==> src/gt_bus_pkg.sv <==
package gt_bus_pkg;

    // widths of the gtp_ wishbone target port
    localparam int WB_ADR_W = 14;
    localparam int WB_DAT_W = 32;
    localparam int WB_SEL_W = 4;

    typedef logic [WB_ADR_W-1:0] wb_adr_t;
    typedef logic [WB_DAT_W-1:0] wb_dat_t;
    typedef logic [WB_SEL_W-1:0] wb_sel_t;

    // lane 0 sits at byte offset 0, lane 1 at byte offset 4
    localparam int LANE_ADR_BIT = 2;

    // one accepted bus access, as seen by the control and status sides
    typedef struct packed {
        // single-cycle strobe
        logic    valid;
        logic    write;
        logic    lane;
        wb_sel_t sel;
        wb_dat_t data;
    } bus_req_t;

endpackage

==> src/gt_lane_pkg.sv <==
package gt_lane_pkg;

    // two SFP lanes share one QPLL
    localparam int NUM_LANE = 2;

    localparam int LOOPBACK_W = 3;
    localparam int MONITOR_W  = 16;

    typedef logic [LOOPBACK_W-1:0] loopback_t;
    typedef logic [MONITOR_W-1:0]  monitor_t;

    // status word layout, identical for both lanes
    localparam int ST_RST        = 0;
    localparam int ST_PLL_LOCK   = 1;
    localparam int ST_BLOCK_LOCK = 2;
    localparam int ST_HIGH_BER   = 3;
    localparam int ST_EYE_RST    = 4;
    localparam int ST_LOOPBACK   = 8;
    localparam int ST_MONITOR    = 16;

    // control word layout
    // reset and eye reset live in byte 0, loopback in byte 1
    localparam int CT_RST      = 0;
    localparam int CT_EYE_RST  = 4;
    localparam int CT_LOOPBACK = 8;

    // per-lane status coming back from the transceiver
    typedef struct packed {
        logic     block_lock;
        logic     high_ber;
        monitor_t monitor;
    } lane_stat_t;

    // per-lane control going out to the transceiver
    typedef struct packed {
        logic      eye_rst;
        loopback_t loopback;
    } lane_ctrl_t;

endpackage

==> src/gt_bus_decode.sv <==
module gt_bus_decode (
    input  logic                  wb_clk_i,
    input  logic                  rst_i,
    input  logic                  cyc_i,
    input  logic                  stb_i,
    input  logic                  we_i,
    input  gt_bus_pkg::wb_adr_t   adr_i,
    input  gt_bus_pkg::wb_sel_t   sel_i,
    input  gt_bus_pkg::wb_dat_t   dat_i,
    output gt_bus_pkg::bus_req_t  req_o
);

    typedef enum logic {
        IDLE,
        WAIT_END
    } state_t;

    state_t state_q;
    gt_bus_pkg::bus_req_t req_q;

    logic access;

    // only a fresh strobe seen from idle starts an access
    assign access = (state_q == IDLE) && cyc_i && stb_i;

    always_ff @(posedge wb_clk_i) begin
        if (rst_i) begin
            state_q     <= IDLE;
            req_q.valid <= 1'b0;
        end else begin
            req_q.valid <= access;
            case (state_q)
                IDLE: begin
                    if (access) begin
                        state_q <= WAIT_END;
                    end
                end
                WAIT_END: begin
                    // hold here until the host lets go of the strobe
                    if (!stb_i || !cyc_i) begin
                        state_q <= IDLE;
                    end
                end
                default: state_q <= IDLE;
            endcase
        end
    end

    // request payload, loaded alongside the valid strobe
    always_ff @(posedge wb_clk_i) begin
        if (access) begin
            req_q.write <= we_i;
            req_q.lane  <= adr_i[gt_bus_pkg::LANE_ADR_BIT];
            req_q.sel   <= sel_i;
            req_q.data  <= dat_i;
        end
    end

    assign req_o = req_q;

endmodule

==> src/gt_lane_ctrl.sv <==
module gt_lane_ctrl (
    input  logic                    wb_clk_i,
    input  logic                    rst_i,
    input  gt_bus_pkg::bus_req_t    req_i,
    output logic                    xcvr_rst_o,
    output gt_lane_pkg::lane_ctrl_t lane_ctrl_o [gt_lane_pkg::NUM_LANE]
);

    logic                    xcvr_rst_q;
    gt_lane_pkg::lane_ctrl_t lane_ctrl_q [gt_lane_pkg::NUM_LANE];

    logic wr_byte0;
    logic wr_byte1;

    // byte lanes of the control word that this write touches
    assign wr_byte0 = req_i.valid && req_i.write && req_i.sel[0];
    assign wr_byte1 = req_i.valid && req_i.write && req_i.sel[1];

    always_ff @(posedge wb_clk_i) begin
        if (rst_i) begin
            xcvr_rst_q <= 1'b0;
            for (int i = 0; i < gt_lane_pkg::NUM_LANE; i++) begin
                lane_ctrl_q[i].eye_rst  <= 1'b0;
                lane_ctrl_q[i].loopback <= '0;
            end
        end else begin
            if (wr_byte0) begin
                // shared by both transceivers, so either lane address sets it
                xcvr_rst_q <= req_i.data[gt_lane_pkg::CT_RST];
                lane_ctrl_q[req_i.lane].eye_rst <= req_i.data[gt_lane_pkg::CT_EYE_RST];
            end
            if (wr_byte1) begin
                lane_ctrl_q[req_i.lane].loopback <=
                    req_i.data[gt_lane_pkg::CT_LOOPBACK +: gt_lane_pkg::LOOPBACK_W];
            end
        end
    end

    assign xcvr_rst_o  = xcvr_rst_q;
    assign lane_ctrl_o = lane_ctrl_q;

endmodule

==> src/gt_status_read.sv <==
module gt_status_read (
    input  logic                    wb_clk_i,
    input  logic                    rst_i,
    input  gt_bus_pkg::bus_req_t    req_i,
    input  logic                    xcvr_rst_i,
    input  gt_lane_pkg::lane_ctrl_t lane_ctrl_i [gt_lane_pkg::NUM_LANE],
    input  logic                    qpll_lock_i,
    input  gt_lane_pkg::lane_stat_t lane_stat_i [gt_lane_pkg::NUM_LANE],
    output gt_bus_pkg::wb_dat_t     dat_o,
    output logic                    ack_o
);

    gt_bus_pkg::wb_dat_t stat_word [gt_lane_pkg::NUM_LANE];
    gt_bus_pkg::wb_dat_t rd_data_q;
    logic                ack_q;

    // live status word for each lane, unused bits stay zero
    always_comb begin
        for (int i = 0; i < gt_lane_pkg::NUM_LANE; i++) begin
            stat_word[i] = '0;
            stat_word[i][gt_lane_pkg::ST_RST]        = xcvr_rst_i;
            stat_word[i][gt_lane_pkg::ST_PLL_LOCK]   = qpll_lock_i;
            stat_word[i][gt_lane_pkg::ST_BLOCK_LOCK] = lane_stat_i[i].block_lock;
            stat_word[i][gt_lane_pkg::ST_HIGH_BER]   = lane_stat_i[i].high_ber;
            stat_word[i][gt_lane_pkg::ST_EYE_RST]    = lane_ctrl_i[i].eye_rst;
            stat_word[i][gt_lane_pkg::ST_LOOPBACK +: gt_lane_pkg::LOOPBACK_W] =
                lane_ctrl_i[i].loopback;
            stat_word[i][gt_lane_pkg::ST_MONITOR +: gt_lane_pkg::MONITOR_W] =
                lane_stat_i[i].monitor;
        end
    end

    // snapshot of the addressed lane
    // writes load zero so their ack never carries status
    always_ff @(posedge wb_clk_i) begin
        if (req_i.valid) begin
            if (req_i.write) begin
                rd_data_q <= '0;
            end else begin
                rd_data_q <= stat_word[req_i.lane];
            end
        end
    end

    // one ack per accepted request, reads and writes alike
    always_ff @(posedge wb_clk_i) begin
        if (rst_i) begin
            ack_q <= 1'b0;
        end else begin
            ack_q <= req_i.valid;
        end
    end

    assign ack_o = ack_q;

    // data bus idles at zero outside the ack cycle
    assign dat_o = ack_q ? rd_data_q : '0;

endmodule

==> src/gt_ctrl_top.sv <==
module gt_ctrl_top (
    input  logic                    wb_clk_i,
    input  logic                    rst_i,
    // gtp_ wishbone target
    input  logic                    cyc_i,
    input  logic                    stb_i,
    input  logic                    we_i,
    input  gt_bus_pkg::wb_adr_t     adr_i,
    input  gt_bus_pkg::wb_sel_t     sel_i,
    input  gt_bus_pkg::wb_dat_t     dat_i,
    output gt_bus_pkg::wb_dat_t     dat_o,
    output logic                    ack_o,
    // transceiver status
    input  logic                    qpll_lock_i,
    input  gt_lane_pkg::lane_stat_t lane_stat_i [gt_lane_pkg::NUM_LANE],
    // transceiver control
    output logic                    xcvr_rst_o,
    output gt_lane_pkg::lane_ctrl_t lane_ctrl_o [gt_lane_pkg::NUM_LANE]
);

    gt_bus_pkg::bus_req_t req;

    gt_bus_decode u_decode (
        .wb_clk_i (wb_clk_i),
        .rst_i    (rst_i),
        .cyc_i    (cyc_i),
        .stb_i    (stb_i),
        .we_i     (we_i),
        .adr_i    (adr_i),
        .sel_i    (sel_i),
        .dat_i    (dat_i),
        .req_o    (req)
    );

    gt_lane_ctrl u_ctrl (
        .wb_clk_i    (wb_clk_i),
        .rst_i       (rst_i),
        .req_i       (req),
        .xcvr_rst_o  (xcvr_rst_o),
        .lane_ctrl_o (lane_ctrl_o)
    );

    // status side reads the control registers back from the output ports
    gt_status_read u_status (
        .wb_clk_i    (wb_clk_i),
        .rst_i       (rst_i),
        .req_i       (req),
        .xcvr_rst_i  (xcvr_rst_o),
        .lane_ctrl_i (lane_ctrl_o),
        .qpll_lock_i (qpll_lock_i),
        .lane_stat_i (lane_stat_i),
        .dat_o       (dat_o),
        .ack_o       (ack_o)
    );

endmodule

==> config.mk <==
export PLATFORM = sky130hd
export DESIGN_NAME = gt_ctrl_top
export DESIGN_NICKNAME = d
export VERILOG_FILES = /design/src/gt_bus_pkg.sv /design/src/gt_lane_pkg.sv /design/src/gt_bus_decode.sv /design/src/gt_lane_ctrl.sv /design/src/gt_status_read.sv /design/src/gt_ctrl_top.sv
export SDC_FILE = /design/constraint.sdc
export NUM_CORES = 1
export LEC_CHECK = 0
export BUFFER_PORTS_ARGS = -buffer_cell sky130_fd_sc_hd__buf_2
export CAP_MARGIN = 20
export CORE_UTILIZATION = 25
export DETAILED_ROUTE_END_ITERATION = 8
export GPL_TIMING_DRIVEN = 1
export PLACE_DENSITY = 0.63
export SYNTH_ARGS = -nofsm -noshare
export SYNTH_HDL_FRONTEND = slang
export SYNTH_SLANG_ARGS = --single-unit
==> constraint.sdc <==
create_clock -name wb_clk_i -period 2.2 [get_ports wb_clk_i]
set_input_delay 0 -clock wb_clk_i [delete_from_list [all_inputs] [get_ports wb_clk_i]]
set_output_delay 0 -clock wb_clk_i [all_outputs]
set_load 0.005 [all_outputs]
# [Word level (Yosys, flattened, before mapping)]
# Index checks and enable logic that the tools add are counted.
[totals] regBits=59 inputBits=92 out_inout_bits=42
[op_classes] reduce_logical=9 n_lt_le_gt_ge=2 n_bitwise=2 mux=16
[op_table] operator="two-way mux 32 bit" n=4
[op_table] operator="two-way mux 8 bit" n=3
[op_table] operator="bitwise mux 8 bit" n=2
[op_table] operator="demux 4 bit (select 1 bit)" n=2
[op_table] operator="logical AND 1 bit" n=6
[op_table] operator="two-way mux 4 bit" n=1
[op_table] operator="two-way mux 3 bit" n=1
[op_table] operator=">= comparator 2 bit, second input constant" n=1
[op_table] operator="logical NOT 1 bit" n=2
[op_table] operator="less-than comparator 2 x 1 -> 1 bit, second input constant" n=1
[op_table] operator="two-way mux 1 bit" n=2
[op_table] operator="inverter 1 -> 2 bit" n=1
[op_table] operator="one-hot mux 1 bit (2 select lines)" n=1
[op_table] operator="logical OR 1 bit" n=1
[op_table] operator="inverter 1 bit" n=1

# [Longest topological paths before layout]
[depth] ltp_word=10 ltp_mapped=4 ltp_nobuf=2

# [Cells and area by module]
# From an unflattened synthesis, not the netlist that was laid out.
[unflattened] cells_unflattened=194 area_unflattened_um2=2966.6
[by_module_without_submodules] module="gt_status_read" cells_each=112 n_inst=1 area_per_inst_um2=1345.0
[by_module_without_submodules] module="gt_bus_decode" cells_each=43 n_inst=1 area_per_inst_um2=1212.4
[by_module_without_submodules] module="gt_lane_ctrl" cells_each=39 n_inst=1 area_per_inst_um2=409.1

# [Worst setup path before layout]
# Ideal clock, no wire load.
[synth_path] path_type="reg2reg" start="register u_decode.req_q, in the netlist u_decode.req_o[38]" end="register u_ctrl.lane_ctrl_q, in the netlist u_ctrl.lane_ctrl_o[0]" arrival_time_ns=1.497 path_buffers=1 period_less_slack_ns=1.568 path_slack_ns=0.632 stages_incl_launch_ff=4 path_cell_list="dfxtp_1 > and4_1 > buf_6 > mux2i_1"
[synth_via] elab_chain_len=6 elab_cells_between_ends=7 cone_classes="4 x mux; 3 x reduce/logical"
[synth_rtl] item="start: declaration" line="gt_bus_decode.sv:19" text="gt_bus_pkg::bus_req_t req_q;"
[synth_rtl] item="logical AND 1 bit *" line="gt_lane_ctrl.sv:16, gt_lane_ctrl.sv:17"
[synth_rtl] item="logical AND 1 bit" line="gt_lane_ctrl.sv:16" text="assign wr_byte0 = req_i.valid && req_i.write && req_i.sel[0];"
[synth_rtl] item="two-way mux 8 bit" line="gt_lane_ctrl.sv:27" text="if (wr_byte0) begin"
[synth_rtl] item="two-way mux 8 bit" line="gt_lane_ctrl.sv:20" text="if (rst_i) begin"
[synth_rtl] item="bitwise mux 8 bit" line="gt_lane_ctrl.sv:33" text="lane_ctrl_q[req_i.lane].loopback <="
[synth_rtl] item="two-way mux 8 bit *" line="gt_lane_ctrl.sv:32" text="if (wr_byte1) begin"
[synth_rtl] item="end: declaration" line="gt_lane_ctrl.sv:10" text="gt_lane_pkg::lane_ctrl_t lane_ctrl_q [gt_lane_pkg::NUM_LANE];"
# Every way passes the cells marked *; elsewhere a longest branch is shown, timed or not. The select of a mux whose other input is x is not followed.
# A chain may end at the register's enable or synchronous reset.

# [Worst setup path in the final report]
[layout_path] start="register u_decode.req_q, in the netlist u_decode.req_o[36]" end="register u_status.rd_data_q[29] (data pin)"
[layout_via] elab_chain_len=4
[layout_rtl] item="inverter 1 -> 2 bit (not written as such)" line="gt_status_read.sv:40" text="rd_data_q <= stat_word[req_i.lane];"
[layout_rtl] item="two-way mux 32 bit (not written as such) (3 in a row)" line="gt_status_read.sv:40"
[layout_rtl] item="end signal: assignment" line="gt_status_read.sv:40"
[layout_rtl] item="end: declaration" line="gt_status_read.sv:14" text="gt_bus_pkg::wb_dat_t rd_data_q;"
# No other way between the ends. The select of a mux whose other input is x is not followed.

==> summary.txt <==
Status
  – Run status: finished clean

Finish
  – ANT cells: 0
  – # nets final: 354
  – Final Cell Area: around 0.0028 mm²
  – Final core utilization: 35.7%
  – Syn-to-layout area delta: 34.9%
  – Fraction of layout instances using a drive strength above 1: a little over a third

Worst setup path
  – Slowest CP cell: edfxtp_1
  – R2r startpoint: u_decode.req_o[36]$_DFFE_PP_
  – Critical path endpoint category: register
  – Data required time at the worst endpoint: 2.24 ns
  – RR Endpoint: u_status.rd_data_q[29]$_SDFFCE_PP0P_
  – CP Cell Sequence: buf_12 -> mux2i_1 -> nor2_1
  – WS Path Type: register to register
  – Setup crit start kind: register
  – Crit path largest cell delay: 0.72 ns
  – Worst Path Arrival: 1.56 ns
  – Worst Path Max Fanout: 16
  – Register-to-Register Path Depth: 3
  – FF-to-FF setup slack: ~0.7 ns

Min path
  – Worst Hold Launch: lane_stat_i[33]
  – Hold Crit Depth: 3
  – Min-Delay Path Class: input port to register
  – Hold Crit Endpoint: u_status.rd_data_q[31]$_SDFFCE_PP0P_

Synth
  – Synthesized flop and latch total: 45
  – Cell taking the most area after synthesis: edfxtp_1
  – Cells after Synth: 167
  – Most used DFF post-synth: edfxtp_1
  – Number of synthesized flops with an enable pin: 33
  – Synth Cell Area: 0.00209 mm²
  – Synth area leaders: edfxtp_1, mux2i_1, dfxtp_1
  – Most frequent cell after synthesis: edfxtp_1
  – Mean Syn Cell Area: 12.5 µm²
  – Post-synth top cells: edfxtp_1, mux2i_1, and2_1, nor2_1, nand2b_1
  – Sequential-to-total area share from yosys stat: 59.0%
  – Post-synth cell types: 20
  – Synth warn: 0
  – Ys async rst share: 0%
  – Yosys top cell area share: 47.5%

Detailed routing
  – Vias: about 1,500
  – # DRC: 0
  – Wire length per cell: between 10 and 15 µm
  – DR iter-0 viols: 52
  – Total Wirelength: 4350 µm
  – Vias per cell: 4.12
  – Final antenna-violating net count: 0
  – TritonRoute pass-1 iters: 4

Timing
  – Final hold violation count: 0
  – Max frequency: 659 MHz
  – Worst hold slack: ~0.012 ns
  – Worst Tran Pin Value: about 0.71 ns
  – Tmin final: 1.52 ns
  – RSZ-0062 raised after global routing: no
  – Final slew viol count: 0
  – Final setup skew: 0.00404 ns
  – Setup violations, final: 0
  – Worst rel slew slack: 52.5%
  – Post-route worst setup slack: about 0.7 ns
  – Final Cycle Share: 69.0%
  – Sum Neg Setup Slack: 0 ns

Global routing
  – Initial antenna violation count: 0
  – First-pass GRT wire length: 6890 µm
  – Largest net degree at the start of global routing: 30
  – Vias in the first global route: 1,508
  – Global route overflow: 0
  – Overall routing resource usage: between 10% and 20%

Die
  – # IOs: 134
  – Chip height: 93.4 µm
  – Rows: 32
  – Starting Density: 26.5%
  – CORE AREA: 0.00789 mm²
  – Die width: roughly 93 µm
  – Full die area: 0.00872 mm²

CTS
  – Clk root buf: clkbuf_8
  – Clk sink count: 45
  – Worst-path clk slew: about 0.090 ns
  – PostCTS Resize Cnt: 0
  – Number of CTS-inserted buffers: 5
  – H-tree depth: 2
  – Post-CTS Setup Bufs: 0
  – Cts hold-fix bufs: 13
  – CTS tree: yes
  – Latest clock arrival within the worst-skew pair: 0.30 ns
  – Clk buf depth: 2

Place
  – Buffers on Ports: between 80 and 90
  – Placed cell area: 0.00256 mm²
  – Gpl congestion: 0.654
  – DP Worst Slack: around 0.64 ns

Power and ir drop
  – VDD IR max: 0.301 mV
  – LEAKAGE: 1.32 nW
  – PD cells: 623 mW/mm²

Flow run
  – Max Cap Viol: 0
-- area by class of cell --
| class | count | area (µm²) |
|---|---|---|
| fill | 790 | 5070 |
| clock buffer | 7 | 119 |
| clock inverter | 1 | 8.76 |
| timing repair buffer | 99 | 581 |
| tap | 102 | 128 |
| multi-input combinational | 111 | 751 |
| sequential | 45 | 1230 |
-- cells in the final DEF (no fill, tap or decap), drive strengths merged, types with 2 or more instances in the layout --
cell type / count
clkbuf: 7
nor2b: 3
dfxtp: 12
dlygate4sd3: 13
mux2i: 31
nor2: 24
buf: 86
edfxtp: 33
nand2b: 14
and2: 24
conb: 8
nand4b: 2
-- critical path, delay by kind of cell, from the launching register on --
kind                   cells  cell delay (ns)
AND/OR/NAND/NOR            1             0.06
buffers and inverters      1             0.25
multiplexers               1             0.21
flip-flops                 1             0.72
-- stage by stage --
step / cells / power, mW
floorplan: 174 / 1.04
global placement: 344 / 1.10
finish: 365 / 1.76
CTS: 365 / 1.79
global route: 365 / 1.84
detailed placement: 344 / 1.10
-- how the worst max path moves through the flow --
stage | start | endpoint | slack, ns | cells after the start
2_1_floorplan | u_decode.req_o[38]$_SDFF_PP0_ | u_ctrl.lane_ctrl_o[0]$_SDFFE_PP0P_ | 0.63 | 3
3_3_place_gp | u_decode.req_o[36]$_DFFE_PP_ | u_status.rd_data_q[21]$_SDFFCE_PP0P_ | 0.64 | 3
3_5_place_dp | u_decode.req_o[36]$_DFFE_PP_ | u_status.rd_data_q[29]$_SDFFCE_PP0P_ | 0.64 | 3
4_1_cts | u_decode.req_o[36]$_DFFE_PP_ | u_status.rd_data_q[29]$_SDFFCE_PP0P_ | 0.65 | 3
5_1_grt | u_decode.req_o[36]$_DFFE_PP_ | u_status.rd_data_q[28]$_SDFFCE_PP0P_ | 0.55 | 3
6_report | u_decode.req_o[36]$_DFFE_PP_ | u_status.rd_data_q[29]$_SDFFCE_PP0P_ | 0.68 | 3
-- where the power goes --
group / leakage, nW / internal, mW / switching (mW)
logic: 0.851 / 0.0840 / 0.0626
registers: 0.400 / 0.935 / 0.0155
clock network: 0.0651 / 0.366 / 0.293
total: 1.32 / 1.38 / 0.371
-- state kept, by name, indices dropped and copies added, names as in the netlist --
name	count
u_decode.state_q	1
u_ctrl.xcvr_rst_o	1
u_status.rd_data_q	24
u_status.ack_o	1
u_ctrl.lane_ctrl_o	8
u_decode.req_o	10
-- kinds of logic (layout without fill, tap and decap cells) --
logic type    after synthesis  after routing  synth area share [%]
flops                      45             45                  59.0
mux                        31             31                  14.9
buf+inv                    18            107                  6.35
other cells                 1              8                 0.180
simple gates               72             72                  19.7
-- per-layer routing --
| metal | vias to the layer above | GRT usage (%) | wire (µm) |
|---|---|---|---|
| met2 | 57 | 18.6 | 2130 |
| met1 | 703 | 12.1 | 1910 |
| li1 | 740 | - | - |
| met4 | 0 | 4.23 | 51 |
| met3 | 5 | 2.93 | 260 |
| met5 | - | 0 | 0 |
No activity file was read; power rests on OpenSTA's default activity.
